**config.mk**
```make
export PLATFORM = sky130hd
export DESIGN_NAME = region_router
export DESIGN_NICKNAME = d
export VERILOG_FILES = /design/src/source/periph_pkg.sv /design/src/source/region_router.sv
export SDC_FILE = /design/constraint.sdc
export NUM_CORES = 1
export LEC_CHECK = 0
export BUFFER_PORTS_ARGS = -buffer_cell sky130_fd_sc_hd__buf_2
export CELL_PAD_IN_SITES_DETAIL_PLACEMENT = 0
export CELL_PAD_IN_SITES_GLOBAL_PLACEMENT = 1
export CORE_MARGIN = 4
export CORE_UTILIZATION = 15
export DETAILED_ROUTE_END_ITERATION = 8
export PLACE_DENSITY = 0.85
export SLEW_MARGIN = 20
export SYNTH_ARGS = -nofsm -noshare
export SYNTH_HDL_FRONTEND = slang
export SYNTH_SLANG_ARGS = --single-unit
```
**constraint.sdc**
```tcl
create_clock -name clk_i -period 1.69 [get_ports clk_i]
set_input_delay 0.169 -clock clk_i [delete_from_list [all_inputs] [get_ports clk_i]]
set_output_delay 0.169 -clock clk_i [all_outputs]
set_load 0.01 [all_outputs]
```
**src/source/periph_pkg.sv**
```systemverilog
// Peripheral subsystem package
// Bus widths, region map and GPIO register offsets
// Filler word, response codes and the internal request and response structs
`default_nettype none

package periph_pkg;

    // ----------------------------------------
    // Bus widths
    // ----------------------------------------
    localparam int ADDR_W = 16;
    localparam int DATA_W = 32;
    localparam int STRB_W = DATA_W / 8;

    // 4 KB regions selected by the top address nibble
    localparam int REGION_MSB = 15;
    localparam int REGION_LSB = 12;
    localparam int REGION_W   = REGION_MSB - REGION_LSB + 1;

    localparam logic [REGION_W-1:0] REGION_BOOT = 4'd0;
    localparam logic [REGION_W-1:0] REGION_GPIO = 4'd1;
    localparam logic [REGION_W-1:0] REGION_SPI  = 4'd2; // Not fitted
    localparam logic [REGION_W-1:0] REGION_ETH  = 4'd3; // Not fitted

    // ----------------------------------------
    // Targets
    // ----------------------------------------
    localparam int RAM_WORDS = 256;
    localparam int RAM_AW    = $clog2(RAM_WORDS); // Word index bits

    localparam logic [REGION_LSB-1:0] GPIO_REG_LEDS   = 12'h000;
    localparam logic [REGION_LSB-1:0] GPIO_REG_LED_RB = 12'h004;

    localparam int LED_W = 8;

    localparam logic [DATA_W-1:0] FILLER_WORD = 32'hDEADBEEF;

    // AXI response codes
    typedef logic [1:0] resp_t;
    localparam resp_t RESP_OKAY   = 2'b00;
    localparam resp_t RESP_SLVERR = 2'b10;

    // One access from the bus front to a target
    typedef struct packed {
        logic              we;
        logic [ADDR_W-1:0] addr;  // Byte address
        logic [DATA_W-1:0] wdata;
        logic [STRB_W-1:0] strb;
    } periph_req_t;

    // Answer returned to the bus front
    typedef struct packed {
        logic [DATA_W-1:0] rdata;
        logic              err;   // Becomes SLVERR
    } periph_rsp_t;

endpackage

`default_nettype wire
```
**src/source/region_router.sv**
```systemverilog
// Address region router
// Selects the boot RAM or GPIO target and muxes the response a cycle later
// Absent regions get the filler word with the error flag
`timescale 1ns/1ps
`default_nettype none

module region_router (
    input  logic                          clk_i,
    input  logic                          reset_i,
    input  logic                          req_valid_i,
    input  periph_pkg::periph_req_t       req_i,
    output logic                          ram_sel_o,
    output logic                          gpio_sel_o,
    output periph_pkg::periph_req_t       tgt_req_o,
    input  logic [periph_pkg::DATA_W-1:0] ram_rdata_i,
    input  logic [periph_pkg::DATA_W-1:0] gpio_rdata_i,
    output logic                          rsp_valid_o,
    output periph_pkg::periph_rsp_t       rsp_o
);

    logic [periph_pkg::REGION_W-1:0] region;
    logic [periph_pkg::REGION_W-1:0] region_q; // Region of the access in flight
    logic                            rsp_valid_q;

    assign region     = req_i.addr[periph_pkg::REGION_MSB:periph_pkg::REGION_LSB];
    assign ram_sel_o  = req_valid_i && (region == periph_pkg::REGION_BOOT);
    assign gpio_sel_o = req_valid_i && (region == periph_pkg::REGION_GPIO);
    assign tgt_req_o  = req_i;

    always_ff @(posedge clk_i)
    begin
        if (reset_i)
            rsp_valid_q <= 1'b0;
        else
            rsp_valid_q <= req_valid_i;
        if (req_valid_i)
            region_q <= region;
    end

    // Response mux, error responder by default
    always_comb
    begin
        rsp_o.rdata = periph_pkg::FILLER_WORD;
        rsp_o.err   = 1'b1;
        case (region_q)
            periph_pkg::REGION_BOOT:
            begin
                rsp_o.rdata = ram_rdata_i;
                rsp_o.err   = 1'b0;
            end
            periph_pkg::REGION_GPIO:
            begin
                rsp_o.rdata = gpio_rdata_i;
                rsp_o.err   = 1'b0;
            end
            periph_pkg::REGION_SPI, periph_pkg::REGION_ETH:; // No peripheral fitted
            default:;                                        // Unmapped space
        endcase
    end

    assign rsp_valid_o = rsp_valid_q;

endmodule

`default_nettype wire

```
# == Word-level counts from Yosys, hierarchy flattened ==
# Cells that the tools add are included.
# word_totals
reg_bits,5
elab_cells,9
# classes
eq_ne,2
n_mux,1
n_reduce_logical,4
# op_table
operator,count
$pmux 33 s2,1
$eq 4x1->1 const B,2
$logic_not 4->1,2
$logic_and 1x1->1,2

# == Logic depth before layout (Yosys ltp) ==
# logic_depth
depth_word,2
ltp_mapped,4
depth_no_buf,3

# == Least setup slack after synthesis ==
# OpenSTA, ideal clock, no wires.
# synth_path
kind,reg-to-output
from,register region_q[1] in the netlist's numbering
to,output rsp_o[15] in the netlist's numbering
arrival_time_ps,1012
required_ps,1521
path_slack_ps,509
path_stages_with_launch,4
n_path_buf,0
cell_sequence,edfxtp_1 > nor3_4 > inv_2 > nor2_1
# synth_rtl
item,line_no,source
"start, declared",region_router.sv:22,logic [periph_pkg::REGION_W-1:0] region_q;
"start signal, assigned",region_router.sv:37,region_q <= region;
"end, declared",region_router.sv:18,output periph_pkg::periph_rsp_t rsp_o

==> summary.txt <==
Run status
  – Status: completed

CTS
  – Clock Sink Count: 5
  – # Post-CTS Setup Buffers: 0
  – Clock buffer depth: 2
  – H-Tree Depth: 1
  – Post-CTS Resized: 0
  – Clk pin slew, worst setup/hold paths: roughly 0.04 ns
  – CTS tree: yes
  – CTS root buf: clkbuf_8
  – Num CTS Buffers: 3
  – Hold Buf Count CTS: 0

Pwr
  – Lkg Pwr: approximately 0.74 nW
  – VDD IR-drop max: 309 uV
  – PnR Total Power: 0.650 mW
  – Pwr/cell area: about 470 nW/um2

STA
  – Worst Tran Pin Value: 0.213 ns
  – Worst rel slew slack: between 80 and 90%
  – Final setup viols: 0
  – Final max-slew violation count: 0
  – Final hold violations: 0
  – Maximum clock frequency: 668 MHz
  – RSZ-0062 raised after global routing: false
  – Final critical-path required period: between 1 and 1.5 ns
  – Fin crit share: 88.6%
  – Fin Setup TNS: 0 ns
  – Worst Setup Slack, final: 0.192 ns

Logic synthesis
  – Mean Syn Cell Area: 8.08 um2
  – Count of cell types in the netlist: 13
  – Post-synthesis simple-gate area fraction: 15.1%
  – Mapped cell area: 1080 um2
  – Largest family of logic cells by synthesized area: buffers and inverters
  – Area leader, netlist: buf_4
  – Adder-cell share of the synthesized area: 0%
  – Mux contribution to synthesized area: 29.6%
  – Post-synth top area share: 38.8%
  – Flops & latches, synth: 5
  – Sequential area share after synthesis: about an eighth
  – Synthesized Nets: 254
  – Compound-Gate Fraction of Synth Area: 0%
  – Area contributors post-synth: buf_4 (39%), mux2i_1 (30%), edfxtp_1 (11%)
  – Synthesized instance count: 134
  – Warnings from Yosys: 0
  – Post-Synth XOR/XNOR Area: 0%

Detailed routing
  – DRT antenna net count: 0
  – DRC viols: 0
  – WL/cell: between 10 and 15 um
  – Vias per cell: 3.62
  – DRT Pass-1 Iters: 3
  – DRT Wirelength: 3700 um
  – DRT iter0 DRCs: 9
  – Via count: approximately 1000

Global route
  – Initial antenna violation count: 0
  – First-pass GRT wire length: 5090 um
  – Largest net degree at the start of global routing: 29
  – GR Overflow Total: 0
  – Gr usage total: 7.46%
  – Vias in the first global route: around 1000

Placement
  – Detail Placement HPWL: approximately 3100 um
  – Port-buffer cells: 110
  – Placer congestion estimate: 0.619
  – Placed instance area: about 1300 um2
  – Dpl ws: 0.414 ns

Final layout
  – Layout net count: ~310
  – Design area: 1390 um2
  – Layout cells sized above 1: 61.7%
  – Ant. Diodes: 0
  – Area delta synth->final: 28.1%
  – # fillers: 803

Floorplanning
  – Die Ht: 92.9 um
  – Core region area: about 6900 um2
  – Die ar.: ~8600 um2
  – Io pins: 209
  – Initial Util: 15.7%
  – Row cnt: 30
  – Die X: 92.9 um

Job
  – Maximum Capacitance Violations: 0

Critical path
  – Crit path kind: flip-flop to output port
  – Worst Path Arrival: 1.33 ns
  – Worst EP required: 1.52 ns
  – Worst-path maximum fanout: 28
  – Nature of the critical path endpoint: output port
  – CP Launch Type: flip-flop

Worst hold path
  – Worst hold path type: primary input to flip-flop
[area by class of cell]
type | count | area [um2] | area share (%)
Sequential cell | 5 | 140 | 10.1
Timing Repair Buffer | 114 | 593 | 42.8
Clock buffer | 4 | 45.0 | 3.25
Multi-Input combinational cell | 69 | 484 | 34.9
Tap cell | 96 | 120 | 8.66
Inverter | 1 | 3.75 | 0.271
[flip-flops by register name, indices dropped and copies added (netlist names)]
name / flops
region_q: 4
rsp_valid_o: 1
[layout by cell type, fill, tap and decap left out]
master	synthesis	final
nand2b_1	1	1
nor4_1	1	1
buf_2	0	110
dfxtp_1	1	1
nand2_1	24	24
nor3_4	1	1
clkbuf_8	0	3
clkbuf_1	0	1
buf_4	56	3
inv_2	1	1
mux2i_1	32	32
buf_12	0	1
nor2b_1	1	1
nor4b_1	1	1
nor2_1	8	8
edfxtp_1	4	4
[metal layers]
metal / share of wire [%] / wire (um) / track usage [%]
met1: 27 / 1020 / 5.80
met2: 51 / 1900 / 14.5
met3: 18 / 663 / 3.82
met4: 3.4 / 126 / 4.27
met5: 0 / 0 / 0
[power breakdown]
part | internal (mW) | leakage [nW] | total, mW | switching [mW]
registers | 0.144 | 0.0475 | 0.151 | 0.00716
clock network | 0.162 | 0.0228 | 0.220 | 0.0578
logic | 0.150 | 0.665 | 0.279 | 0.130
total | 0.456 | 0.736 | 0.650 | 0.195
[worst max-delay path, cell delays in order (launching register included)]
cell and delay, ns:
edfxtp_1 0.41, buf_12 0.24, mux2i_1 0.24, nand2_1 0.07, buf_2 0.14
[worst paths after layout]
check,from,end,slack (ns),cells past startpoint
max,region_q[0],rsp_o[28],0.19,4
min,reset_i,rsp_valid_o,0.1,2
[through the flow]
stage | instances | util, % | hold slack (ns)
global route | 289 | 20.1 | 0.108
detailed placement | 285 | 19.4 | 0.329
global placement | 285 | 19.4 | 0.327
floorplan | 134 | - | 0.241
CTS | 289 | 20.1 | 0.0947
finish | 289 | 20.1 | 0.0995
[cell families after synthesis]
kind of cell           after synthesis
flip-flops                           5
multiplexers                        32
AND/OR/NAND/NOR                     37
buffers and inverters               60
[synthesized netlist by cell type]
| library cell | n |
|---|---|
| buf_4 | 56 |
| buf_6 | 3 |
| dfxtp_1 | 1 |
| edfxtp_1 | 4 |
| inv_2 | 1 |
| mux2i_1 | 32 |
| nand2_1 | 24 |
| nand2b_1 | 1 |
| nor2_1 | 8 |
| nor2b_1 | 1 |
| nor3_4 | 1 |
| nor4_1 | 1 |
| nor4b_1 | 1 |
(Power assumes the default switching activity.)
