<file path="src/source/periph_pkg.sv">
// Peripheral subsystem package
// Bus widths, region map and GPIO register offsets
// Filler word, response codes and the internal request and response structs
`default_nettype none

package periph_pkg;

    // ----------------------------------------
    // Bus widths
    // ----------------------------------------
    localparam int ADDR_W = 16;
    localparam int DATA_W = 32;
    localparam int STRB_W = DATA_W / 8;

    // 4 KB regions selected by the top address nibble
    localparam int REGION_MSB = 15;
    localparam int REGION_LSB = 12;
    localparam int REGION_W   = REGION_MSB - REGION_LSB + 1;

    localparam logic [REGION_W-1:0] REGION_BOOT = 4'd0;
    localparam logic [REGION_W-1:0] REGION_GPIO = 4'd1;
    localparam logic [REGION_W-1:0] REGION_SPI  = 4'd2; // Not fitted
    localparam logic [REGION_W-1:0] REGION_ETH  = 4'd3; // Not fitted

    // ----------------------------------------
    // Targets
    // ----------------------------------------
    localparam int RAM_WORDS = 256;
    localparam int RAM_AW    = $clog2(RAM_WORDS); // Word index bits

    localparam logic [REGION_LSB-1:0] GPIO_REG_LEDS   = 12'h000;
    localparam logic [REGION_LSB-1:0] GPIO_REG_LED_RB = 12'h004;

    localparam int LED_W = 8;

    localparam logic [DATA_W-1:0] FILLER_WORD = 32'hDEADBEEF;

    // AXI response codes
    typedef logic [1:0] resp_t;
    localparam resp_t RESP_OKAY   = 2'b00;
    localparam resp_t RESP_SLVERR = 2'b10;

    // One access from the bus front to a target
    typedef struct packed {
        logic              we;
        logic [ADDR_W-1:0] addr;  // Byte address
        logic [DATA_W-1:0] wdata;
        logic [STRB_W-1:0] strb;
    } periph_req_t;

    // Answer returned to the bus front
    typedef struct packed {
        logic [DATA_W-1:0] rdata;
        logic              err;   // Becomes SLVERR
    } periph_rsp_t;

endpackage

`default_nettype wire
</file>
<file path="src/source/gpio_regs.sv">
// GPIO register block
// LED output register, DIP switch input and registered read mux
`timescale 1ns/1ps
`default_nettype none

module gpio_regs (
    input  logic                          clk_i,
    input  logic                          reset_i,
    input  logic                          sel_i,
    input  periph_pkg::periph_req_t       req_i,
    output logic [periph_pkg::DATA_W-1:0] rdata_o,
    output logic [periph_pkg::LED_W-1:0]  leds_o,
    input  logic [periph_pkg::LED_W-1:0]  dip_switches_i
);

    localparam int PAD_W = periph_pkg::DATA_W - periph_pkg::LED_W;

    logic [periph_pkg::REGION_LSB-1:0] offset;
    logic                              led_wr;

    assign offset = req_i.addr[periph_pkg::REGION_LSB-1:0];

    // Only byte 0 carries LED bits
    assign led_wr = sel_i && req_i.we && req_i.strb[0] &&
                    (offset == periph_pkg::GPIO_REG_LEDS);

    // ----------------------------------------
    // LED register
    // ----------------------------------------
    always_ff @(posedge clk_i)
    begin
        if (reset_i)
            leds_o <= '0;
        else if (led_wr)
            leds_o <= req_i.wdata[periph_pkg::LED_W-1:0];
    end

    // Read mux
    always_ff @(posedge clk_i)
    begin
        if (sel_i)
        begin
            case (offset)
                periph_pkg::GPIO_REG_LEDS:
                    rdata_o <= {{PAD_W{1'b0}}, dip_switches_i}; // Switches on read
                periph_pkg::GPIO_REG_LED_RB:
                    rdata_o <= {{PAD_W{1'b0}}, leds_o};
                default:
                    rdata_o <= periph_pkg::FILLER_WORD;
            endcase
        end
    end

endmodule

`default_nettype wire

</file>
<file path="config.mk">
export PLATFORM = sky130hd
export DESIGN_NAME = gpio_regs
export DESIGN_NICKNAME = d
export VERILOG_FILES = /design/src/source/periph_pkg.sv /design/src/source/gpio_regs.sv
export SDC_FILE = /design/constraint.sdc
export NUM_CORES = 1
export LEC_CHECK = 0
export BUFFER_PORTS_ARGS = -buffer_cell sky130_fd_sc_hd__buf_4
export CAP_MARGIN = 20
export CELL_PAD_IN_SITES_DETAIL_PLACEMENT = 2
export CELL_PAD_IN_SITES_GLOBAL_PLACEMENT = 2
export CORE_UTILIZATION = 18
export DETAILED_ROUTE_END_ITERATION = 16
export PLACE_DENSITY = 0.93
export SETUP_SLACK_MARGIN = 0.3
export SYNTH_ARGS = -nofsm -noshare
export SYNTH_HDL_FRONTEND = slang
export SYNTH_SLANG_ARGS = --single-unit
</file>
<file path="constraint.sdc">
create_clock -name clk_i -period 5.2 [get_ports clk_i]
set_clock_uncertainty 0.2 [all_clocks]
set_input_delay 0.78 -clock clk_i [delete_from_list [all_inputs] [get_ports clk_i]]
set_output_delay 0.78 -clock clk_i [all_outputs]
set_load 0.01 [all_outputs]
</file>
After elaboration in Yosys (flattened, before gate mapping) --
Index checks and enable logic that the tools add are counted. Widths: inputs -> output; s select.
Storage, ports and cells: output and inout port bits 40, latch bits 0, input port bits 64, bits in registers 40, logic and storage cells 8, bits in writable memories 0, memories 0, memory bits (read-only) 0
Operators by class: add/subtract/negate cells 0, reduce and logical (&&, ||, !) cells 4, bitwise logic cells 0, order comparisons 0, divide/modulo/power cells 0, mux-type cells 1, shifts and indexed selects 0, equal/unequal tests 1, $mul 0
Operators by type and width (count):
- $pmux 32 s2 | 1
- $eq 12x3->1 const B | 1
- $logic_not 12->1 | 1
- $logic_and 1x1->1 | 3

Logic depth before layout (Yosys ltp) --
Gate-level depths: netlist of run 1.
depth in word-level cells 3, gate-level depth with buffers 4, mapped depth without buffers 3

Worst setup path after synthesis of run 1 --
No wires, ideal clock.
path type input port to flip-flop, start input port req_i[44] (netlist name), end register rdata_o[0] (netlist name) (data pin), library setup time 281 ps, arrival time 1927 ps, path slack 2793 ps, buffers on the path 0, cell stages on the path 3, required time 4719 ps, cell sequence or4_1 -> nor3_1 -> nand2_1
Between the ends: word-level cells in the longest chain between the ends 2, elaborated cells between the ends (all ways) 3, those cells by class eq/ne (1); mux (1); reduce/logical (1)
RTL lines:
- start, declared | line gpio_regs.sv:10 | input periph_pkg::periph_req_t req_i,
- $eq 12x3->1 or $logic_not 12->1 (tied branches) | line gpio_regs.sv:43 | case (offset)
- $pmux 32 s2 * | line gpio_regs.sv:43
- end signal, assigned | line gpio_regs.sv:45 | rdata_o <= {{PAD_W{1'b0}}, dip_switches_i};
- end signal, assigned | line gpio_regs.sv:47 | rdata_o <= {{PAD_W{1'b0}}, leds_o};
- end signal, assigned | line gpio_regs.sv:49 | rdata_o <= periph_pkg::FILLER_WORD;
- end, declared | line gpio_regs.sv:11 | output logic [periph_pkg::DATA_W-1:0] rdata_o,
Every way passes the cells marked *; elsewhere a longest branch is shown, timed or not. A chain may end at the register's enable or synchronous reset.

Worst setup path in the final report of run 1 --
start input port req_i[44] (netlist name), end register rdata_o[2] (netlist name) (data pin)
The elaborated chain is that of the path after synthesis.

==> impl_metrics.csv, run 1 <==
group,metric,value,unit
final_layout,antenna_cells,0,
placed_design,dp_hpwl,2.24,mm
timing,hold_viol,0,
global_routing,grt_pass1_wl,3.81,mm
global_routing,antenna_found_initial,0,
floorplan,ios,104,
placed_design,gp_congestion,0.638,
cts,postCtsSetupBuffers,0,
logic_synthesis,synth_ff_type,"edfxtp_1",
drt,wirelength,2.61,mm
floorplan,dieArea,0.00569,mm^2
drt,vias_per_cell,3.73,
power_and_ir_drop,leakage,0.627,nW
timing,grt_setup_unrepaired,"no",
cts,cts_hold_buf,0,
floorplan,row_count,26,
logic_synthesis,synth_edf_count,9,
final_layout,final.fill_count,610,
power_and_ir_drop,power_density,210,mW/mm^2
floorplan,die-width,75.4,um
timing,drv_slew,0,
global_routing,grt_pass1_vias,797,
drt,vias,784,
placed_design,io_buffer_count,65,
final_layout,register_area,430,um^2
setup_path,reg2reg_to,"rdata_o[4]",
logic_synthesis,syn_inst,90,
drt,antenna_left,0,
setup_path,cp.required,4.96,ns
logic_synthesis,synth_top_area_cell,"edfxtp_1",
drt,drt_iter0_drc,6,
logic_synthesis,ys_warn_count,0,
setup_path,rr_worst_depth,2,
timing,setup_viol,0,
drt,dr.pass1.iters,3,
final_layout,nets,205,
floorplan,initial_utilization,18.9,%
logic_synthesis,yosysMostFrequentCell,"buf_4",
cts,cts_made_buffers,3,
worst_hold_path,hold_end,"leds_o[1]",
setup_path,cp_data_arrival_time,2.32,ns
drt,avgRoutedWirePerCell,12.4,um
worst_hold_path,hp-class,"flip-flop to flip-flop",
placed_design,post-place-cells,206,
cts,ctsHtreeMaxLevel,1,
setup_path,end_kind,"flip-flop",
global_routing,grt_max_degree,18,
job,cap_violations,0,
logic_synthesis,seq_area_frac_synth,44.3,%
setup_path,rrSetupSlack,4.12,ns
setup_path,start_kind,"input port",
cts,cts_tree,"built",
logic_synthesis,yosysTopAreaCellShare,27.8,%
final_layout,multiInputGateArea,379,um^2
logic_synthesis,synth.cells.most_frequent,"buf_4 (23), mux2i_1 (16), nand2b_1 (16), edfxtp_1 (9), dfxtp_1 (8)",
status,status,"complete, no violations",
drt,drcViolationCount,0,
cts,clk-insertion-delay-late,0.25,ns
timing,timing.final.crit_share,49.2,%
final_layout,area_growth,47.7,%
setup_path,cp_max_fo,8,
cts,clk_pin_slew_worst_paths,0.07,ns
timing,finalSetupTns,0,ns
timing,hold_ws,0.296,ns
timing,tightest_slew,0.827,ns
cts,cts.sinks,17,
floorplan,die_h,75.4,um
setup_path,critPathKind,"input port to flip-flop",
global_routing,grt_overflow_total,0,
final_layout,stdcell_count,210,
logic_synthesis,syn_avg_cell_area,10.8,um^2
setup_path,r2r_start,"leds_o[4]",
timing,clock.fmax,391,MHz
logic_synthesis,synth_cell_types,16,
timing,slew_headroom,44.5,%
logic_synthesis,async_flop_share,0,%
worst_hold_path,holdPathStages,2,
final_layout,drive_above_1_share,50.0,%
cts,cts-resized-gates,0,
cts,cts_root_buf,"clkbuf_8",
logic_synthesis,synth_seq_cells,17,
logic_synthesis,synthesis.area,971,um^2
power_and_ir_drop,ir_drop,81.2,uV
floorplan,core,0.00514,mm^2
timing,period_minus_slack,2.56,ns
logic_synthesis,synth_area_leaders,"edfxtp_1 (28%), buf_4 (18%), dfxtp_1 (16%)",
worst_hold_path,worstHoldStart,"leds_o[1]",
cts,clk_path_buf_depth,2,
global_routing,grt.total_usage,9.24,%
## flip-flops by register name, indices dropped and copies added (netlist names)
| signal | count |
|---|---|
| rdata_o | 9 |
| leds_o | 8 |
## kinds of logic (layout without fill, tap and decap cells)
family | after synthesis | in the layout | synth area share, %
and+or+nand+nor | 30 | 30 | 19.8
buffers and inverters | 26 | 70 | 18.9
DFF | 17 | 17 | 44.3
muxes | 16 | 16 | 16.5
other | 1 | 7 | 0.386
## stage by stage
step | instance area [um^2] | utilization (%) | setup slack (ns) | power (mW)
floorplan | 993 | - | 2.79 | 0.180
global placement | 1390 | 27.0 | 2.45 | 0.203
detailed placement | 1390 | 27.0 | 2.33 | 0.205
CTS | 1430 | 27.9 | 2.60 | 0.306
global route | 1430 | 27.9 | 2.53 | 0.317
finish | 1430 | 27.9 | 2.64 | 0.301
## layout make-up
type                            count  share of cell area, %
Timing Repair Buffer               65                   34.0
Multi-Input combinational cell     53                   26.4
Tap cell                           70                   6.11
Clock buffer                        4                   3.14
Sequential cell                    17                   30.0
Inverter                            1                  0.262
## critical path, stage by stage
cell     delay, ns
buf_4         0.10
or4_1         0.61
nor3_1        0.67
nand2_1       0.15
## metal layers
metal | GRT usage, % | vias up | share of wire, %
met1 | 9.79 | 353 | 40
met3 | 2.12 | 6 | 7.2
met2 | 17.0 | 51 | 50
li1 | - | 374 | -
met4 | 4.94 | 0 | 2.8
met5 | 0 | - | 0
## where the power goes
| group | internal, mW | switching [mW] | leakage [nW] | total, mW |
|---|---|---|---|---|
| clock network | 0.0544 | 0.0453 | 0.0228 | 0.0996 |
| logic | 0.0324 | 0.0217 | 0.449 | 0.0541 |
| registers | 0.144 | 0.00249 | 0.155 | 0.147 |
| total | 0.231 | 0.0695 | 0.627 | 0.301 |
## cell usage in the layout, fill, tap and decap left out
master / Yosys / final
or3_1: 1 / 1
edfxtp_1: 9 / 9
nand4b_1: 1 / 1
nand2_1: 7 / 7
inv_1: 1 / 1
nor3_1: 1 / 1
nor4_4: 1 / 1
clkbuf_1: 2 / 1
conb_1: 1 / 7
nor4_1: 1 / 1
buf_4: 23 / 65
or4_1: 1 / 1
clkbuf_8: 0 / 3
dfxtp_1: 8 / 8
or4_4: 1 / 1
mux2i_1: 16 / 16
nand2b_1: 16 / 16
## worst max path at each step
stage | slack (ns) | cells after the start | endpoint | startpoint
2_1_floorplan | 2.79 | 3 | rdata_o[0] | req_i[44]
3_3_place_gp | 2.45 | 4 | rdata_o[1] | req_i[44]
3_5_place_dp | 2.33 | 4 | rdata_o[2] | req_i[44]
4_1_cts | 2.60 | 4 | rdata_o[2] | req_i[44]
5_1_grt | 2.53 | 4 | rdata_o[2] | req_i[44]
6_report | 2.64 | 4 | rdata_o[2] | req_i[44]
Note: power is estimated with default switching activity, not from simulation.
==> run 2: changes to the inputs <==
- CORE_UTILIZATION: 18 -> 15
- PLACE_DENSITY: 0.93 -> 0.84
- clock period: 5.2 -> 2.3 ns (I/O delays scaled with it)
==> run 2 against run 1 <==
Compared with the run above: register-to-register slack worse by 2.9 ns; total power up 130%; final cell count up 3.3%; largest cell class unchanged.
==> impl_metrics.csv, run 2 (synthesis results as in run 1) <==
group,metric,value,unit
job,cap_violations,0,
setup_path,end_kind,"flip-flop",
drt,wirelength,2.55,mm
cts,clk_path_buf_depth,2,
worst_hold_path,hp-class,"input port to flip-flop",
cts,clk-insertion-delay-late,0.25,ns
timing,clock.fmax,561,MHz
status,status,"complete, no violations",
worst_hold_path,hold_end,"leds_o[2]",
setup_path,cp.required,2.28,ns
final_layout,drive_above_1_share,51.4,%
final_layout,top_register,"rdata_o",
timing,layout_setup_ws,0.517,ns
final_layout,antenna_cells,0,
setup_path,cp_data_arrival_time,1.76,ns
placed_design,gp_congestion,0.700,
final_layout,largest_reg_flops,9,
worst_hold_path,holdPathStages,3,
cts,clk_pin_slew_worst_paths,0.07,ns
floorplan,core,0.00610,mm^2
placed_design,pre_cts_ws,0.259,ns
final_layout,final_common_cell,"buf_4",
drt,drcViolationCount,0,
timing,setup_viol,0,
setup_path,cp_max_fo,8,
cts,cts_root_buf,"clkbuf_8",
final_layout,final_cell_mix,"buf_4 (67), mux2i_1 (16), nand2b_1 (16)",
cts,cts.sinks,17,
setup_path,rr_worst_depth,2,
placed_design,dp_hpwl,2.21,mm
timing,hold_viol,0,
final_layout,nets,207,
setup_path,crit_chain,"buf_4 > or4_1 > nor4_4 > buf_4 > mux2i_1",
setup_path,cpPeakStageDelay,0.62,ns
drt,drt_iter0_drc,8,
cts,ctsHtreeMaxLevel,1,
floorplan,die_h,82.5,um
drt,avgRoutedWirePerCell,11.8,um
floorplan,row_count,28,
setup_path,critPathKind,"input port to flip-flop",
floorplan,initial_utilization,15.9,%
drt,vias_per_cell,3.52,
cts,cts-resized-gates,0,
cts,cts_made_buffers,3,
setup_path,r2r_start,"leds_o[4]",
global_routing,grt_pass1_wl,4.08,mm
global_routing,grt.total_usage,8.04,%
cts,postCtsSetupBuffers,0,
drt,vias,763,
cts,cts_tree,"built",
final_layout,reg.largest.list,"rdata_o (9), leds_o (8)",
global_routing,grt_pass1_vias,824,
final_layout,final.fill_count,711,
setup_path,reg2reg_to,"rdata_o[4]",
setup_path,start_kind,"input port",
setup_path,crit_slowest_cell,"or4_1",
global_routing,grt_max_degree,18,
timing,drv_slew,0,
timing,timing.final.crit_share,77.5,%
global_routing,grt_overflow_total,0,
floorplan,die-width,82.5,um
setup_path,critPathMostFrequentCell,"buf_4",
drt,dr.pass1.iters,4,
power_and_ir_drop,power_density,467,mW/mm^2
global_routing,antenna_found_initial,0,
drt,antenna_left,0,
power_and_ir_drop,ir_drop,199,uV
cts,cts_hold_buf,0,
timing,period_minus_slack,1.78,ns
floorplan,dieArea,0.00680,mm^2
timing,grt_setup_unrepaired,"no",
final_layout,area_growth,50.0,%
timing,finalSetupTns,0,ns
floorplan,ios,104,
setup_path,rrSetupSlack,1.19,ns
power_and_ir_drop,leakage,0.640,nW
worst_hold_path,worstHoldStart,"req_i[6]",
placed_design,io_buffer_count,65,
[run 2: report_power, final]
part	total, mW	switching, mW	internal [mW]	leakage, nW
Clock	0.226	0.106	0.120	0.0255
Sequential	0.332	0.00593	0.326	0.155
Combinational	0.122	0.0488	0.0732	0.460
Total	0.681	0.161	0.520	0.640
[run 2: critical path: cells and delay by family]
kind,cells,cell delay [ns]
multiplexers,1,0.21
AND/OR/NAND/NOR,2,0.86
buffers and inverters,2,0.34
[run 2: final cells by class]
cell class	instances	area [um^2]	share of cell area (%)
repair buffers	67	503	34.5
flip-flops and latches	17	430	29.6
multi-input cells	53	379	26.0
well taps	75	93.8	6.44
clock buffers	3	41.3	2.84
clock inverters	1	5.00	0.344
inverters	1	3.75	0.258
[run 2: how the worst max path moves through the flow]
stage / endpoint / from / slack [ns]
2_1_floorplan: rdata_o[0] / req_i[44] / 0.33
3_3_place_gp: leds_o[2] / req_i[44] / 0.31
3_5_place_dp: leds_o[7] / req_i[44] / 0.26
4_1_cts: leds_o[7] / req_i[44] / 0.52
5_1_grt: leds_o[5] / req_i[44] / 0.42
6_report: leds_o[5] / req_i[44] / 0.52
[run 2: layer usage]
metal  global-route usage [%]  part of all wire, %
met5                        0                    0
met2                     15.0                   52
met4                     2.63                    0
met3                     1.76                   10
met1                     8.97                   38
[run 2: through the flow]
step                      hold slack, ns  instance area (um^2)  cells  power [mW]  utilization [%]
after global routing               0.165                  1460    217       0.712             23.9
after global placement             0.279                  1410    213       0.460             23.1
after floorplan                    0.257                   993     96       0.408                -
final                              0.160                  1460    217       0.681             23.9
after detailed placement           0.293                  1410    213       0.464             23.1
after CTS                          0.158                  1460    217       0.694             23.9
