**src/source/periph_pkg.sv**
```systemverilog
// Peripheral subsystem package
// Bus widths, region map and GPIO register offsets
// Filler word, response codes and the internal request and response structs
`default_nettype none

package periph_pkg;

    // ----------------------------------------
    // Bus widths
    // ----------------------------------------
    localparam int ADDR_W = 16;
    localparam int DATA_W = 32;
    localparam int STRB_W = DATA_W / 8;

    // 4 KB regions selected by the top address nibble
    localparam int REGION_MSB = 15;
    localparam int REGION_LSB = 12;
    localparam int REGION_W   = REGION_MSB - REGION_LSB + 1;

    localparam logic [REGION_W-1:0] REGION_BOOT = 4'd0;
    localparam logic [REGION_W-1:0] REGION_GPIO = 4'd1;
    localparam logic [REGION_W-1:0] REGION_SPI  = 4'd2; // Not fitted
    localparam logic [REGION_W-1:0] REGION_ETH  = 4'd3; // Not fitted

    // ----------------------------------------
    // Targets
    // ----------------------------------------
    localparam int RAM_WORDS = 256;
    localparam int RAM_AW    = $clog2(RAM_WORDS); // Word index bits

    localparam logic [REGION_LSB-1:0] GPIO_REG_LEDS   = 12'h000;
    localparam logic [REGION_LSB-1:0] GPIO_REG_LED_RB = 12'h004;

    localparam int LED_W = 8;

    localparam logic [DATA_W-1:0] FILLER_WORD = 32'hDEADBEEF;

    // AXI response codes
    typedef logic [1:0] resp_t;
    localparam resp_t RESP_OKAY   = 2'b00;
    localparam resp_t RESP_SLVERR = 2'b10;

    // One access from the bus front to a target
    typedef struct packed {
        logic              we;
        logic [ADDR_W-1:0] addr;  // Byte address
        logic [DATA_W-1:0] wdata;
        logic [STRB_W-1:0] strb;
    } periph_req_t;

    // Answer returned to the bus front
    typedef struct packed {
        logic [DATA_W-1:0] rdata;
        logic              err;   // Becomes SLVERR
    } periph_rsp_t;

endpackage

`default_nettype wire
```
**src/source/axil_to_req.sv**
```systemverilog
// AXI4-Lite slave front end
// Captures AW, W and AR, issues one internal request at a time
// and holds the B or R response until the master accepts it
`timescale 1ns/1ps
`default_nettype none

module axil_to_req (
    input  logic                              clk_i,
    input  logic                              reset_i,
    input  logic [periph_pkg::ADDR_W-1:0]     s_awaddr_i,
    input  logic                              s_awvalid_i,
    output logic                              s_awready_o,
    input  logic [periph_pkg::DATA_W-1:0]     s_wdata_i,
    input  logic [periph_pkg::STRB_W-1:0]     s_wstrb_i,
    input  logic                              s_wvalid_i,
    output logic                              s_wready_o,
    output periph_pkg::resp_t                 s_bresp_o,
    output logic                              s_bvalid_o,
    input  logic                              s_bready_i,
    input  logic [periph_pkg::ADDR_W-1:0]     s_araddr_i,
    input  logic                              s_arvalid_i,
    output logic                              s_arready_o,
    output logic [periph_pkg::DATA_W-1:0]     s_rdata_o,
    output periph_pkg::resp_t                 s_rresp_o,
    output logic                              s_rvalid_o,
    input  logic                              s_rready_i,
    output logic                              req_valid_o,
    output periph_pkg::periph_req_t           req_o,
    input  logic                              rsp_valid_i,
    input  periph_pkg::periph_rsp_t           rsp_i
);

    logic                          aw_done_q;
    logic                          w_done_q;
    logic                          ar_done_q;
    logic                          busy_q;     // Issued, response not yet taken
    logic                          is_write_q;
    logic                          bvalid_q;
    logic                          rvalid_q;
    logic [periph_pkg::ADDR_W-1:0] awaddr_q;
    logic [periph_pkg::ADDR_W-1:0] araddr_q;
    logic [periph_pkg::DATA_W-1:0] wdata_q;
    logic [periph_pkg::STRB_W-1:0] wstrb_q;
    logic [periph_pkg::DATA_W-1:0] rdata_q;
    periph_pkg::resp_t             resp_q;
    logic                          issue_wr;
    logic                          issue_rd;

    // ----------------------------------------
    // Channel acceptance and request issue
    // ----------------------------------------
    assign issue_wr    = !busy_q && aw_done_q && w_done_q;
    assign issue_rd    = !busy_q && ar_done_q && !issue_wr; // Write goes first
    assign req_valid_o = issue_wr || issue_rd;

    // Readies drop once captured and stay low until the response is taken
    assign s_awready_o = !busy_q && !aw_done_q && !req_valid_o;
    assign s_wready_o  = !busy_q && !w_done_q && !req_valid_o;
    assign s_arready_o = !busy_q && !ar_done_q && !req_valid_o;

    always_comb
    begin
        req_o.we    = issue_wr;
        req_o.addr  = issue_wr ? awaddr_q : araddr_q;
        req_o.wdata = wdata_q;
        req_o.strb  = issue_wr ? wstrb_q : '0;
    end

    always_ff @(posedge clk_i)
    begin
        if (reset_i)
        begin
            aw_done_q  <= 1'b0;
            w_done_q   <= 1'b0;
            ar_done_q  <= 1'b0;
            busy_q     <= 1'b0;
            is_write_q <= 1'b0;
            bvalid_q   <= 1'b0;
            rvalid_q   <= 1'b0;
        end
        else
        begin
            if (s_awvalid_i && s_awready_o)
                aw_done_q <= 1'b1;
            if (s_wvalid_i && s_wready_o)
                w_done_q <= 1'b1;
            if (s_arvalid_i && s_arready_o)
                ar_done_q <= 1'b1;
            if (issue_wr)
            begin
                aw_done_q  <= 1'b0;
                w_done_q   <= 1'b0;
                busy_q     <= 1'b1;
                is_write_q <= 1'b1;
            end
            if (issue_rd)
            begin
                ar_done_q  <= 1'b0;
                busy_q     <= 1'b1;
                is_write_q <= 1'b0;
            end
            if (rsp_valid_i)
            begin
                bvalid_q <= is_write_q;
                rvalid_q <= !is_write_q;
            end
            if ((bvalid_q && s_bready_i) || (rvalid_q && s_rready_i))
            begin
                bvalid_q <= 1'b0;
                rvalid_q <= 1'b0;
                busy_q   <= 1'b0;
            end
        end
    end

    // Payload capture
    always_ff @(posedge clk_i)
    begin
        if (s_awvalid_i && s_awready_o)
            awaddr_q <= s_awaddr_i;
        if (s_wvalid_i && s_wready_o)
        begin
            wdata_q <= s_wdata_i;
            wstrb_q <= s_wstrb_i;
        end
        if (s_arvalid_i && s_arready_o)
            araddr_q <= s_araddr_i;
        if (rsp_valid_i)
        begin
            rdata_q <= rsp_i.rdata;
            resp_q  <= rsp_i.err ? periph_pkg::RESP_SLVERR : periph_pkg::RESP_OKAY;
        end
    end

    assign s_bvalid_o = bvalid_q;
    assign s_bresp_o  = resp_q;
    assign s_rvalid_o = rvalid_q;
    assign s_rresp_o  = resp_q;
    assign s_rdata_o  = rdata_q;

endmodule

`default_nettype wire

```
**config.mk**
```make
export PLATFORM = sky130hd
export DESIGN_NAME = axil_to_req
export DESIGN_NICKNAME = d
export VERILOG_FILES = /design/src/source/periph_pkg.sv /design/src/source/axil_to_req.sv
export SDC_FILE = /design/constraint.sdc
export NUM_CORES = 1
export LEC_CHECK = 0
export BUFFER_PORTS_ARGS = -buffer_cell sky130_fd_sc_hd__buf_4
export CORE_ASPECT_RATIO = 1.2
export CORE_UTILIZATION = 35
export DETAILED_ROUTE_END_ITERATION = 6
export PLACE_DENSITY = 0.66
export SETUP_SLACK_MARGIN = 0.1
export SLEW_MARGIN = 10
export SYNTH_ARGS = -nofsm -noshare
export SYNTH_HDL_FRONTEND = slang
export SYNTH_SLANG_ARGS = --single-unit
export TNS_END_PERCENT = 5
```
**constraint.sdc**
```tcl
create_clock -name clk_i -period 2.55 [get_ports clk_i]
set_clock_uncertainty 0.15 [all_clocks]
set_input_delay 0.6375 -clock clk_i [delete_from_list [all_inputs] [get_ports clk_i]]
set_output_delay 0.6375 -clock clk_i [all_outputs]
set_load 0.01 [all_outputs]
```
## Yosys cells after proc, flatten, opt, wreduce, memory -nomap -nowiden

Cells that the tools add are included.

- $add $sub $neg: 0
- Multipliers: 0
- Divide/modulo/power cells: 0
- $lt $le $gt $ge: 0
- Equality and inequality tests: 0
- Shifts and indexed selects: 0
- Muxes and demuxes: 5
- Bitwise operators: 0
- Reduce and logical (&&, ||, !) cells: 28

Operator list:

| kind | number |
|---|---|
| 2-to-1 mux 16 bit | 1 |
| logical AND 1 bit | 15 |
| logical NOT 1 bit | 7 |
| OR reduction 2 bit | 3 |
| 2-to-1 mux 4 bit | 1 |
| logical OR 1 bit | 2 |
| 2-to-1 mux 1 bit | 2 |
| 2-to-1 mux 2 bit | 1 |
| nonzero test 2 bit | 1 |

- Flip-flop bits (word level): 109
- Bits in latches: 0
- Bits in writable memories: 0
- Memory bits (read-only): 0
- Input bits: 109
- Output and inout bits: 95
- Logic and storage cells: 46
- Memories kept: 0

## Longest topological paths before layout

Gate-level depths: netlist of the first run.

- Depth after elaboration: 9
- Mapped depth: 5
- Depth with buffers taken out: 3

## Worst setup path before layout of the first run

Ideal clock, no wire load.

- Path type: register to register
- From: reg busy_q
- To: reg wdata_q[0] in the netlist's numbering, enable pin
- Data arrival time: 1.653 ns
- Required time: 2.003 ns
- Slack: 0.350 ns
- Cell stages (with the launch flop): 3
- Path buffers: 0
- Clock period less this slack: 2.200 ns
- Cells stage by stage: dfxtp_1 nor3_1 and2_1

- Cells in the longest elaborated chain, start to end: 9
- Elaborated cells on any way between the ends: 11
- Classes of those cells: 11 x reduce/logical

Ends and longest elaborated chain:

| item | RTL line | source |
|---|---|---|
| start, declared | axil_to_req.sv:36 | `logic busy_q;` |
| start signal, assigned | axil_to_req.sv:76 | `busy_q <= 1'b0;` |
| start signal, assigned | axil_to_req.sv:93 | `busy_q <= 1'b1;` |
| start signal, assigned | axil_to_req.sv:99 | `busy_q <= 1'b1;` |
| logical NOT 1 bit (*) | axil_to_req.sv:52, axil_to_req.sv:53, axil_to_req.sv:58 |  |
| logical AND 1 bit (2 in series) | axil_to_req.sv:52 | `assign issue_wr = !busy_q && aw_done_q && w_done_q;` |
| logical NOT 1 bit | axil_to_req.sv:53 | `assign issue_rd = !busy_q && ar_done_q && !issue_wr;` |
| logical AND 1 bit | axil_to_req.sv:53 |  |
| logical OR 1 bit | axil_to_req.sv:54 | `assign req_valid_o = issue_wr \|\| issue_rd;` |
| logical NOT 1 bit | axil_to_req.sv:58 | `assign s_wready_o = !busy_q && !w_done_q && !req_valid_o;` |
| logical AND 1 bit (*) | axil_to_req.sv:58 |  |
| named net s_wready_o | axil_to_req.sv:16 | `output logic s_wready_o,` |
| logical AND 1 bit (*) | axil_to_req.sv:121 | `if (s_wvalid_i && s_wready_o)` |
| end signal, assigned | axil_to_req.sv:123 | `wdata_q <= s_wdata_i;` |
| end, declared | axil_to_req.sv:42 | `logic [periph_pkg::DATA_W-1:0] wdata_q;` |

Mark *: on every way through the listed nets, which the timed path passes. The rest lies on a longest branch.
A chain may end at the register's enable or synchronous reset.

==> results of run 1 <==
[worst paths after layout]
path / start / to / cells after the start
hold reg to reg: is_write_q$_SDFFE_PP0N_ / s_rvalid_o$_SDFFE_PP0P_ / 1
setup reg to reg: busy_q$_SDFFE_PP0P_ / wdata_q[22]$_DFFE_PP_ / 4
setup / recovery: busy_q$_SDFFE_PP0P_ / req_o[40] / 4
hold / removal: rsp_i[22] / s_rdata_o[21]$_DFFE_PP_ / 1
[registers in the layout (all words and copies together), names as in the netlist]
signal and cells:
is_write_q 1, s_bresp_o 1, aw_done_q 1, busy_q 1
ar_done_q 1, w_done_q 1, awaddr_q 16, araddr_q 16
s_rvalid_o 1, s_rdata_o 32, wstrb_q 4, s_bvalid_o 1
wdata_q 32
[through the flow]
step	instance area [um^2]	instances	power (uW)	hold slack [ps]	utilization [%]
floorplan	3640	163	2420	288	-
global placement	5290	488	2790	337	52.6
detailed placement	5290	488	2800	331	52.6
CTS	5610	504	4230	306	55.8
global route	5710	508	4360	305	56.8
finish	5710	508	4200	321	56.8
[cell families (layout without fill, tap and decap cells)]
logic type	after synthesis	count (layout)	share of synthesized area (%)
other	1	2	0.103
buffers and inverters	8	227	1.96
AND/OR/NAND/NOR	20	20	2.89
flip-flops	108	108	87.2
multiplexers	17	17	6.36
AO/OA/AOI/OAI	8	8	1.44
[layout make-up]
class                   count  share of cell area [%]
inverters                   1                  0.0657
clock buffers              12                    4.69
multi-input cells          47                    7.03
repair buffers            210                    28.8
well taps                 126                    2.76
flip-flops and latches    108                    55.7
clock inverters             4                   0.942
[power groups by stage]
stage / registers (uW) / clock network (uW) / logic [uW]
floorplan: 2260 / 0 / 161
global placement: 2210 / 0 / 578
detailed placement: 2210 / 0 / 586
CTS: 2170 / 1470 / 587
global route: 2190 / 1520 / 651
finish: 2170 / 1430 / 603
[metal layers]
layer / vias up / routed length (um) / track usage, %
met4: 0 / 297 / 9.70
met5: - / 0 / 0
met1: 1056 / 2740 / 14.0
met2: 118 / 4270 / 25.0
li1: 1049 / - / -
met3: 21 / 611 / 4.67
[worst reg2reg max path, delay by kind of cell, from the launching register on]
kind | cells | cell delay [ps]
DFF | 1 | 350
buffers and inverters | 2 | 510
and+or+nand+nor | 2 | 410
[timing repair]
action                     4_1_cts  5_1_grt
buffers inserted                 0        2
gates resized for setup          0       12
setup endpoints to repair        9       16
pin swaps                        0        1
gates cloned                     0        2
[synthesized netlist by cell type]
cell	instances
conb_1	1
buf_4	4
mux2_4	11
buf_6	2
mux2i_1	1
and2_1	6
nor2_1	5
nor3_1	4
a221o_1	1
nand2b_1	2
a21o_1	1
inv_1	1
a21oi_1	4
a211oi_1	2
buf_8	1
dfxtp_1	7
edfxtp_1	101
nand2_1	2
and3b_1	1
mux2_2	5
[cell usage in the layout, fill, tap and decap left out, types with 4 or more instances in the layout]
master,n
buf_4,201
nor3_1,4
mux2_4,12
and2_1,6
clkbuf_16,12
edfxtp_1,101
nor2_1,5
a21oi_1,4
mux2_2,4
dfxtp_1,4
buf_6,6
==> metrics.txt, run 1 <==
CORE AREA 10100 um^2; critical-path cell with the highest stage delay dfxtp_4; peak supply drop 0.480 mV; Avg WL per Cell 15.6 um; first-pass GRT wire length 11200 um; I/O Buffers 201; Worst-path clk slew 70 ps; Data required, critical path 1760 ps; grt ovf 0; H-tree depth 3; Post-DP HPWL 5860 um; die width 95.1 um; CTS tree yes; CP Max Fanout 8; WP buf/inv 2; 1st-pass router iterations 4; CP top delay family flip-flops; Pwr per Cell Area 736 nW/um^2; Gate Count Post-Synth 162; Reg area 3180 um^2; post-synthesis sequential area ratio 87.2%; Net Switching 882 uW; static leakage 0.00240 uW; fill count 810; DR iter-0 viols 89; Worst Hold Class in -> reg; # hold bufs at CTS 0; max incr delay on CP 350 ps; Tot GR Track Use 14.3%; Flop pwr share 51.7%; Cell variety after synth 20; Logic pwr share 14.3%; Antenna Nets Post-Route 0; worst path cell trace and3b_2, clkbuf_16, mux2_4, buf_6; clock network power share 33.9%; TNS Setup 0 ps; Max Slew Vio Count 0; Syn-to-layout area delta 57.0%; Synth area leaders edfxtp_1 83%, mux2_4 4.5%, dfxtp_1 3.9%; Max-Cap Viols 0; fin crit share 95.9%; WL final 7920 um; pre-CTS WS 416 ps; Core Rows 40; Root Buffer clkbuf_16; leading area contributor after synthesis edfxtp_1; Via density 4.42; Synth top area share 83.4%; I/O pins 204; Bufs on Longest Clock Path 2; Final GP Congestion 0.709; initial antenna violation count 0; status complete, no violations; Switching Fraction 21.0%; # clock sinks 108; RSZ-0062 raised after global routing yes; Internal 3320 uW; area of the multi-input gates 402 um^2; antenna fix cells 0; critical path type reg -> out; final number of hold-violating endpoints 0; Inserted Clock Buffers 9; Startpoint Class flip-flop; r2r setup slk 760 ps; FF+latch count, synth 108; min Tclk post-route 2450 ps; Via Count 2244; number of warnings issued by yosys 0; fin worst setup slack 104 ps; WP data arrival 1660 ps; Die Ht 114 um; final setup violation count 0; Mapped Area 3640 um^2; CP endpoint kind primary output; syn_area_per_cell 22.5 um^2; max frequency 0.409 GHz; largest net degree at the start of global routing 37; layout cells sized above 1 64.1%; nets 486; starting density of the core 36.2%; vias in the first global route 2321; worst skew pair latency 330 ps; Die Area 10800 um^2; DRC Markers 0
Power figures use the tool's default switching activity.
==> run 2: changes to the inputs <==
--- a/config.mk
+++ b/config.mk
@@ -7,9 +7,8 @@
 export LEC_CHECK = 0
 export BUFFER_PORTS_ARGS = -buffer_cell sky130_fd_sc_hd__buf_4
 export CORE_ASPECT_RATIO = 1.2
-export CORE_UTILIZATION = 35
+export CORE_UTILIZATION = 30
 export DETAILED_ROUTE_END_ITERATION = 6
-export PLACE_DENSITY = 0.66
 export SETUP_SLACK_MARGIN = 0.1
 export SLEW_MARGIN = 10
 export SYNTH_ARGS = -nofsm -noshare
==> metrics.txt, run 2 (synthesized netlist as in run 1, its figures left out) <==
Core Rows 43 (+7.5%); 1st-pass router iterations 4 (unchanged); DRC Markers 0 (unchanged); clock network power share 32.6% (-1.3 points); Startpoint Class flip-flop; Bufs on Longest Clock Path 2 (unchanged); fin worst setup slack 96.5 ps (-7.44 ps); Max Slew Vio Count 0 (unchanged); RSZ-0062 raised after global routing yes; Avg WL per Cell 15.3 um (-2.1%); final number of hold-violating endpoints 0 (unchanged); max frequency 0.408 GHz (-0.30%); vias in the first global route 2352 (+1.3%); initial antenna violation count 0 (unchanged); grt ovf 0 (unchanged); Worst Hold Class in -> reg; min Tclk post-route 2450 ps (+7.44 ps); CTS tree yes; peak supply drop 0.492 mV (+2.5%); die width 103 um (+7.8%); Final GP Congestion 0.714 (+0.69%); most frequent cells in the layout 206 x buf_4, 101 x edfxtp_1, 11 x mux2_4; I/O pins 204 (unchanged); worst skew pair latency 330 ps (about the same); nets 483 (-0.62%); Internal 3200 uW (-3.6%); normalized max-slew margin 55.7%; CP Max Fanout 18 (+10); Die Area 12600 um^2 (+16%); slew of the pin with the lowest slew margin 664 ps; critical path type reg -> out; Via density 4.15 (-6.2%); final setup violation count 0 (unchanged); Data required, critical path 1760 ps (about the same); Die Ht 123 um (+7.9%); # placed instances 518 (+6.1%); pre-CTS WS 428 ps (+12.1 ps); Tot GR Track Use 12.9% (-1.4 points); first-pass GRT wire length 11700 um (+4.5%); WP data arrival 1670 ps (about the same); final std cells w/o fill 536 (+5.5%); CP endpoint kind primary output; antenna fix cells 0 (unchanged); Antenna Nets Post-Route 0 (unchanged); Logic pwr share 14.1% (-0.2 points); WHS 326 ps (+5.17 ps); static leakage 0.00235 uW (-2.1%); status complete, no violations; CORE AREA 11700 um^2 (+16%); TNS Setup 0 ps (unchanged); Switching Fraction 21.6% (+0.65 points); Worst-path clk slew 70 ps (about the same); # clock sinks 108 (unchanged); Root Buffer clkbuf_16; I/O Buffers 201 (unchanged); WL final 8190 um (+3.3%); fin crit share 96.2% (+0.29 points); largest net degree at the start of global routing 37 (unchanged); DR iter-0 viols 51 (-43%); Via Count 2222 (-0.98%); Post-DP HPWL 6250 um (+6.6%); Inserted Clock Buffers 9 (unchanged); starting density of the core 31.2% (-5.0 points); commonest non-fill, non-tap cell in the layout buf_4; H-tree depth 3 (unchanged); Pwr per Cell Area 727 nW/um^2 (-1.2%); layout cells sized above 1 62.5% (-1.6 points); Max-Cap Viols 0 (unchanged); Flop pwr share 53.3% (+1.6 points); Syn-to-layout area delta 54.6%; Net Switching 885 uW (+0.24%); # hold bufs at CTS 0 (unchanged)
run 2: cell types whose count changed in the layout (fill, tap and decap cells not counted), sizes merged:
cell	delta
clkinv	+4
buf	-1
inv	-1
clkinvlp	-1
clkbuf	-4
run 2: final cells by class:
type | count | area, um^2
flip-flops and latches | 108 | 3170
repair buffers | 207 | 1570
inverters | 1 | 3.75
clock buffers | 10 | 229
clock inverters | 6 | 55.1
multi-input cells | 47 | 398
well taps | 157 | 196
fillers | 1028 | 6050
run 2: per-stage QoR:
| stage | util, % | area, um^2 | total power (uW) |
|---|---|---|---|
| global route | 48.2 | 5620 | 4250 |
| CTS | 48.1 | 5610 | 4150 |
| detailed placement | 45.6 | 5320 | 2810 |
| global placement | 45.6 | 5320 | 2790 |
| floorplan | - | 3640 | 2420 |
| finish | 48.2 | 5620 | 4090 |
run 2: worst paths after layout:
kind | start | end | slack [ps] | cells after the start
max | busy_q$_SDFFE_PP0P_ | req_o[36] | 100 | 4
min | rsp_i[1] | s_rdata_o[0]$_DFFE_PP_ | 330 | 1
max reg2reg | aw_done_q$_SDFFE_PP0P_ | araddr_q[14]$_DFFE_PP_ | 710 | 3
min reg2reg | is_write_q$_SDFFE_PP0N_ | s_rvalid_o$_SDFFE_PP0P_ | 360 | 1
run 2: what timing repair did:
action,in CTS,in global routing
buffers inserted,1,1
pin swaps,0,0
cloned,0,0
setup endpoints to repair,15,17
gates resized for setup,1,0
run 2: worst max-delay path: stages, from the launching register on:
cell and delay [ps]:
dfxtp_1 360, and3b_2 290, buf_12 180, mux2_2 350, buf_4 140
run 2: layer usage:
metal | vias to the layer above | GRT usage (%) | share of wire [%]
li1 | 1044 | - | -
met1 | 1057 | 12.5 | 34
met2 | 106 | 23.0 | 55
met3 | 15 | 5.47 | 8.2
met4 | 0 | 6.34 | 2.4
met5 | - | 0 | 0
run 2: power by group through the flow:
stage	logic (uW)	registers (uW)	clock network (uW)
2_1_floorplan	161	2260	0
3_3_place_gp	580	2210	0
3_5_place_dp	588	2220	0
4_1_cts	590	2180	1380
5_1_grt	623	2190	1430
6_report	577	2180	1330
==> run 3: changes to the inputs <==
--- a/config.mk
+++ b/config.mk
@@ -8,7 +8,9 @@
 export BUFFER_PORTS_ARGS = -buffer_cell sky130_fd_sc_hd__buf_4
 export CORE_ASPECT_RATIO = 1.2
 export CORE_UTILIZATION = 30
+export CTS_BUF_LIST = sky130_fd_sc_hd__clkbuf_4 sky130_fd_sc_hd__clkbuf_8
 export DETAILED_ROUTE_END_ITERATION = 6
+export RECOVER_POWER = 100
 export SETUP_SLACK_MARGIN = 0.1
 export SLEW_MARGIN = 10
 export SYNTH_ARGS = -nofsm -noshare
==> metrics.txt, run 3 (synthesized netlist as in run 1, its figures left out) <==
status complete, no violations; r2r setup slk 320 ps (-390 ps); CORE AREA 11700 um^2 (unchanged); vias in the first global route 2396 (+1.9%); Worst Hold Class in -> reg; Die Ht 123 um (unchanged); Via Count 2229 (+0.32%); Die Area 12600 um^2 (unchanged); Data required, critical path 1760 ps (about the same); I/O Buffers 201 (unchanged); layout cells sized above 1 43.3% (-19 points); cells on worst reg2reg path 4 (+1); 1st-pass router iterations 4 (unchanged); DRC Markers 0 (unchanged); CTS tree yes; Critical R2R Capture wdata_q[21]$_DFFE_PP_; peak supply drop 0.389 mV (-21%); RSZ-0062 raised after global routing yes; largest net degree at the start of global routing 37 (unchanged); antenna fix cells 0 (unchanged); WP data arrival 1660 ps (about the same); nets 487 (+0.83%); initial antenna violation count 0 (unchanged); # hold bufs at CTS 0 (unchanged); slew of the pin with the lowest slew margin 988 ps (+324 ps); most frequent cells in the layout 101 x edfxtp_1, 101 x clkbuf_4, 78 x clkbuf_1; first-pass GRT wire length 12000 um (+3.3%); fin crit share 96.0% (-0.26 points); Inserted Clock Buffers 9 (unchanged); Levels on crit path 5 (+1); most used cell, CP buf_12; max frequency 0.409 GHz (+0.27%); final number of hold-violating endpoints 0 (unchanged); Core Rows 43 (unchanged); Final GP Congestion 0.714 (unchanged); static leakage 0.00204 uW (-13%); starting density of the core 31.2% (unchanged); DR iter-0 viols 54 (+5.9%); H-tree depth 3 (unchanged); WHS 317 ps (-9.39 ps); Startpoint Class flip-flop; worst path cell trace and3b_2, buf_12, buf_12, mux2_4, buf_2; normalized max-slew margin 34.1% (-22 points); CP endpoint kind primary output; max incr delay on CP 380 ps (+20 ps); Post-DP HPWL 6250 um (unchanged); worst skew pair latency 360 ps (+30 ps); Avg WL per Cell 15.7 um (+2.6%); Syn-to-layout area delta 46.0%; CP Capture Point req_o[51]; Worst-path clk slew 100 ps (+30 ps); WL final 8460 um (+3.3%); crit path from w_done_q$_SDFFE_PP0P_; Max-Cap Viols 0 (unchanged); CP top delay family buffers and inverters; WP buf/inv 3 (+1); grt ovf 0 (unchanged); Pwr per Cell Area 692 nW/um^2 (-4.9%); Reg2Reg Launch Point busy_q$_SDFFE_PP0P_; critical-path cell with the highest stage delay dfxtp_2; Via density 4.13 (-0.43%); Max Slew Vio Count 0 (unchanged); Tot GR Track Use 13.4% (+0.55 points); die width 103 um (unchanged); Root Buffer clkbuf_8; min Tclk post-route 2450 ps (-6.67 ps); critical path type reg -> out; Antenna Nets Post-Route 0 (unchanged); final setup violation count 0 (unchanged); TNS Setup 0 ps (unchanged); I/O pins 204 (unchanged); # clock sinks 108 (unchanged); Bufs on Longest Clock Path 2 (unchanged); CP Max Fanout 5 (-13)
[run 3: layer usage]
metal  GRT usage, %  share of wire (%)  up-vias
met2           24.2                 56      108
met3           5.75                8.1       13
li1               -                  -     1049
met4           6.43                2.3        0
met5              0                  0        -
met1           12.8                 34     1059
[run 3: where the power goes]
part,internal [uW],switching (uW)
clock network,456,536
logic,241,264
registers,2130,48.7
[run 3: final cells by class]
cell class	count	area (um^2)
flip-flops and latches	108	3180
multi-input cells	47	417
fillers	1109	6360
clock buffers	10	131
repair buffers	211	1330
inverters	1	3.75
well taps	157	196
clock inverters	6	55.1
[run 3: stage by stage]
| stage | worst slack, ps | cells | total power, uW | util, % | area (um^2) |
|---|---|---|---|---|---|
| floorplan | 350 | 163 | 2420 | - | 3640 |
| finish | 103 | 540 | 3670 | 45.5 | 5310 |
| detailed placement | 428 | 518 | 2810 | 45.6 | 5320 |
| global placement | 466 | 518 | 2790 | 45.6 | 5320 |
| global route | 18.7 | 540 | 3840 | 45.5 | 5310 |
| CTS | 71.7 | 540 | 3840 | 48.2 | 5630 |
[run 3: worst min path at each step]
stage	cells past startpoint	end	startpoint	slack [ps]
2_1_floorplan	1	s_rvalid_o$_SDFFE_PP0P_	is_write_q$_SDFFE_PP0N_	290
3_3_place_gp	1	s_rvalid_o$_SDFFE_PP0P_	is_write_q$_SDFFE_PP0N_	330
3_5_place_dp	1	s_rvalid_o$_SDFFE_PP0P_	is_write_q$_SDFFE_PP0N_	350
4_1_cts	1	wdata_q[30]$_DFFE_PP_	s_wdata_i[30]	280
5_1_grt	1	awaddr_q[6]$_DFFE_PP_	s_awaddr_i[6]	290
6_report	2	is_write_q$_SDFFE_PP0N_	reset_i	320
[run 3: what timing repair did]
item                                    4_1_cts  5_1_grt
setup buffers                                 4        0
pin swaps                                     1        0
gates cloned                                  2        0
endpoints found under the setup margin       16       17
resized for setup                            12       14
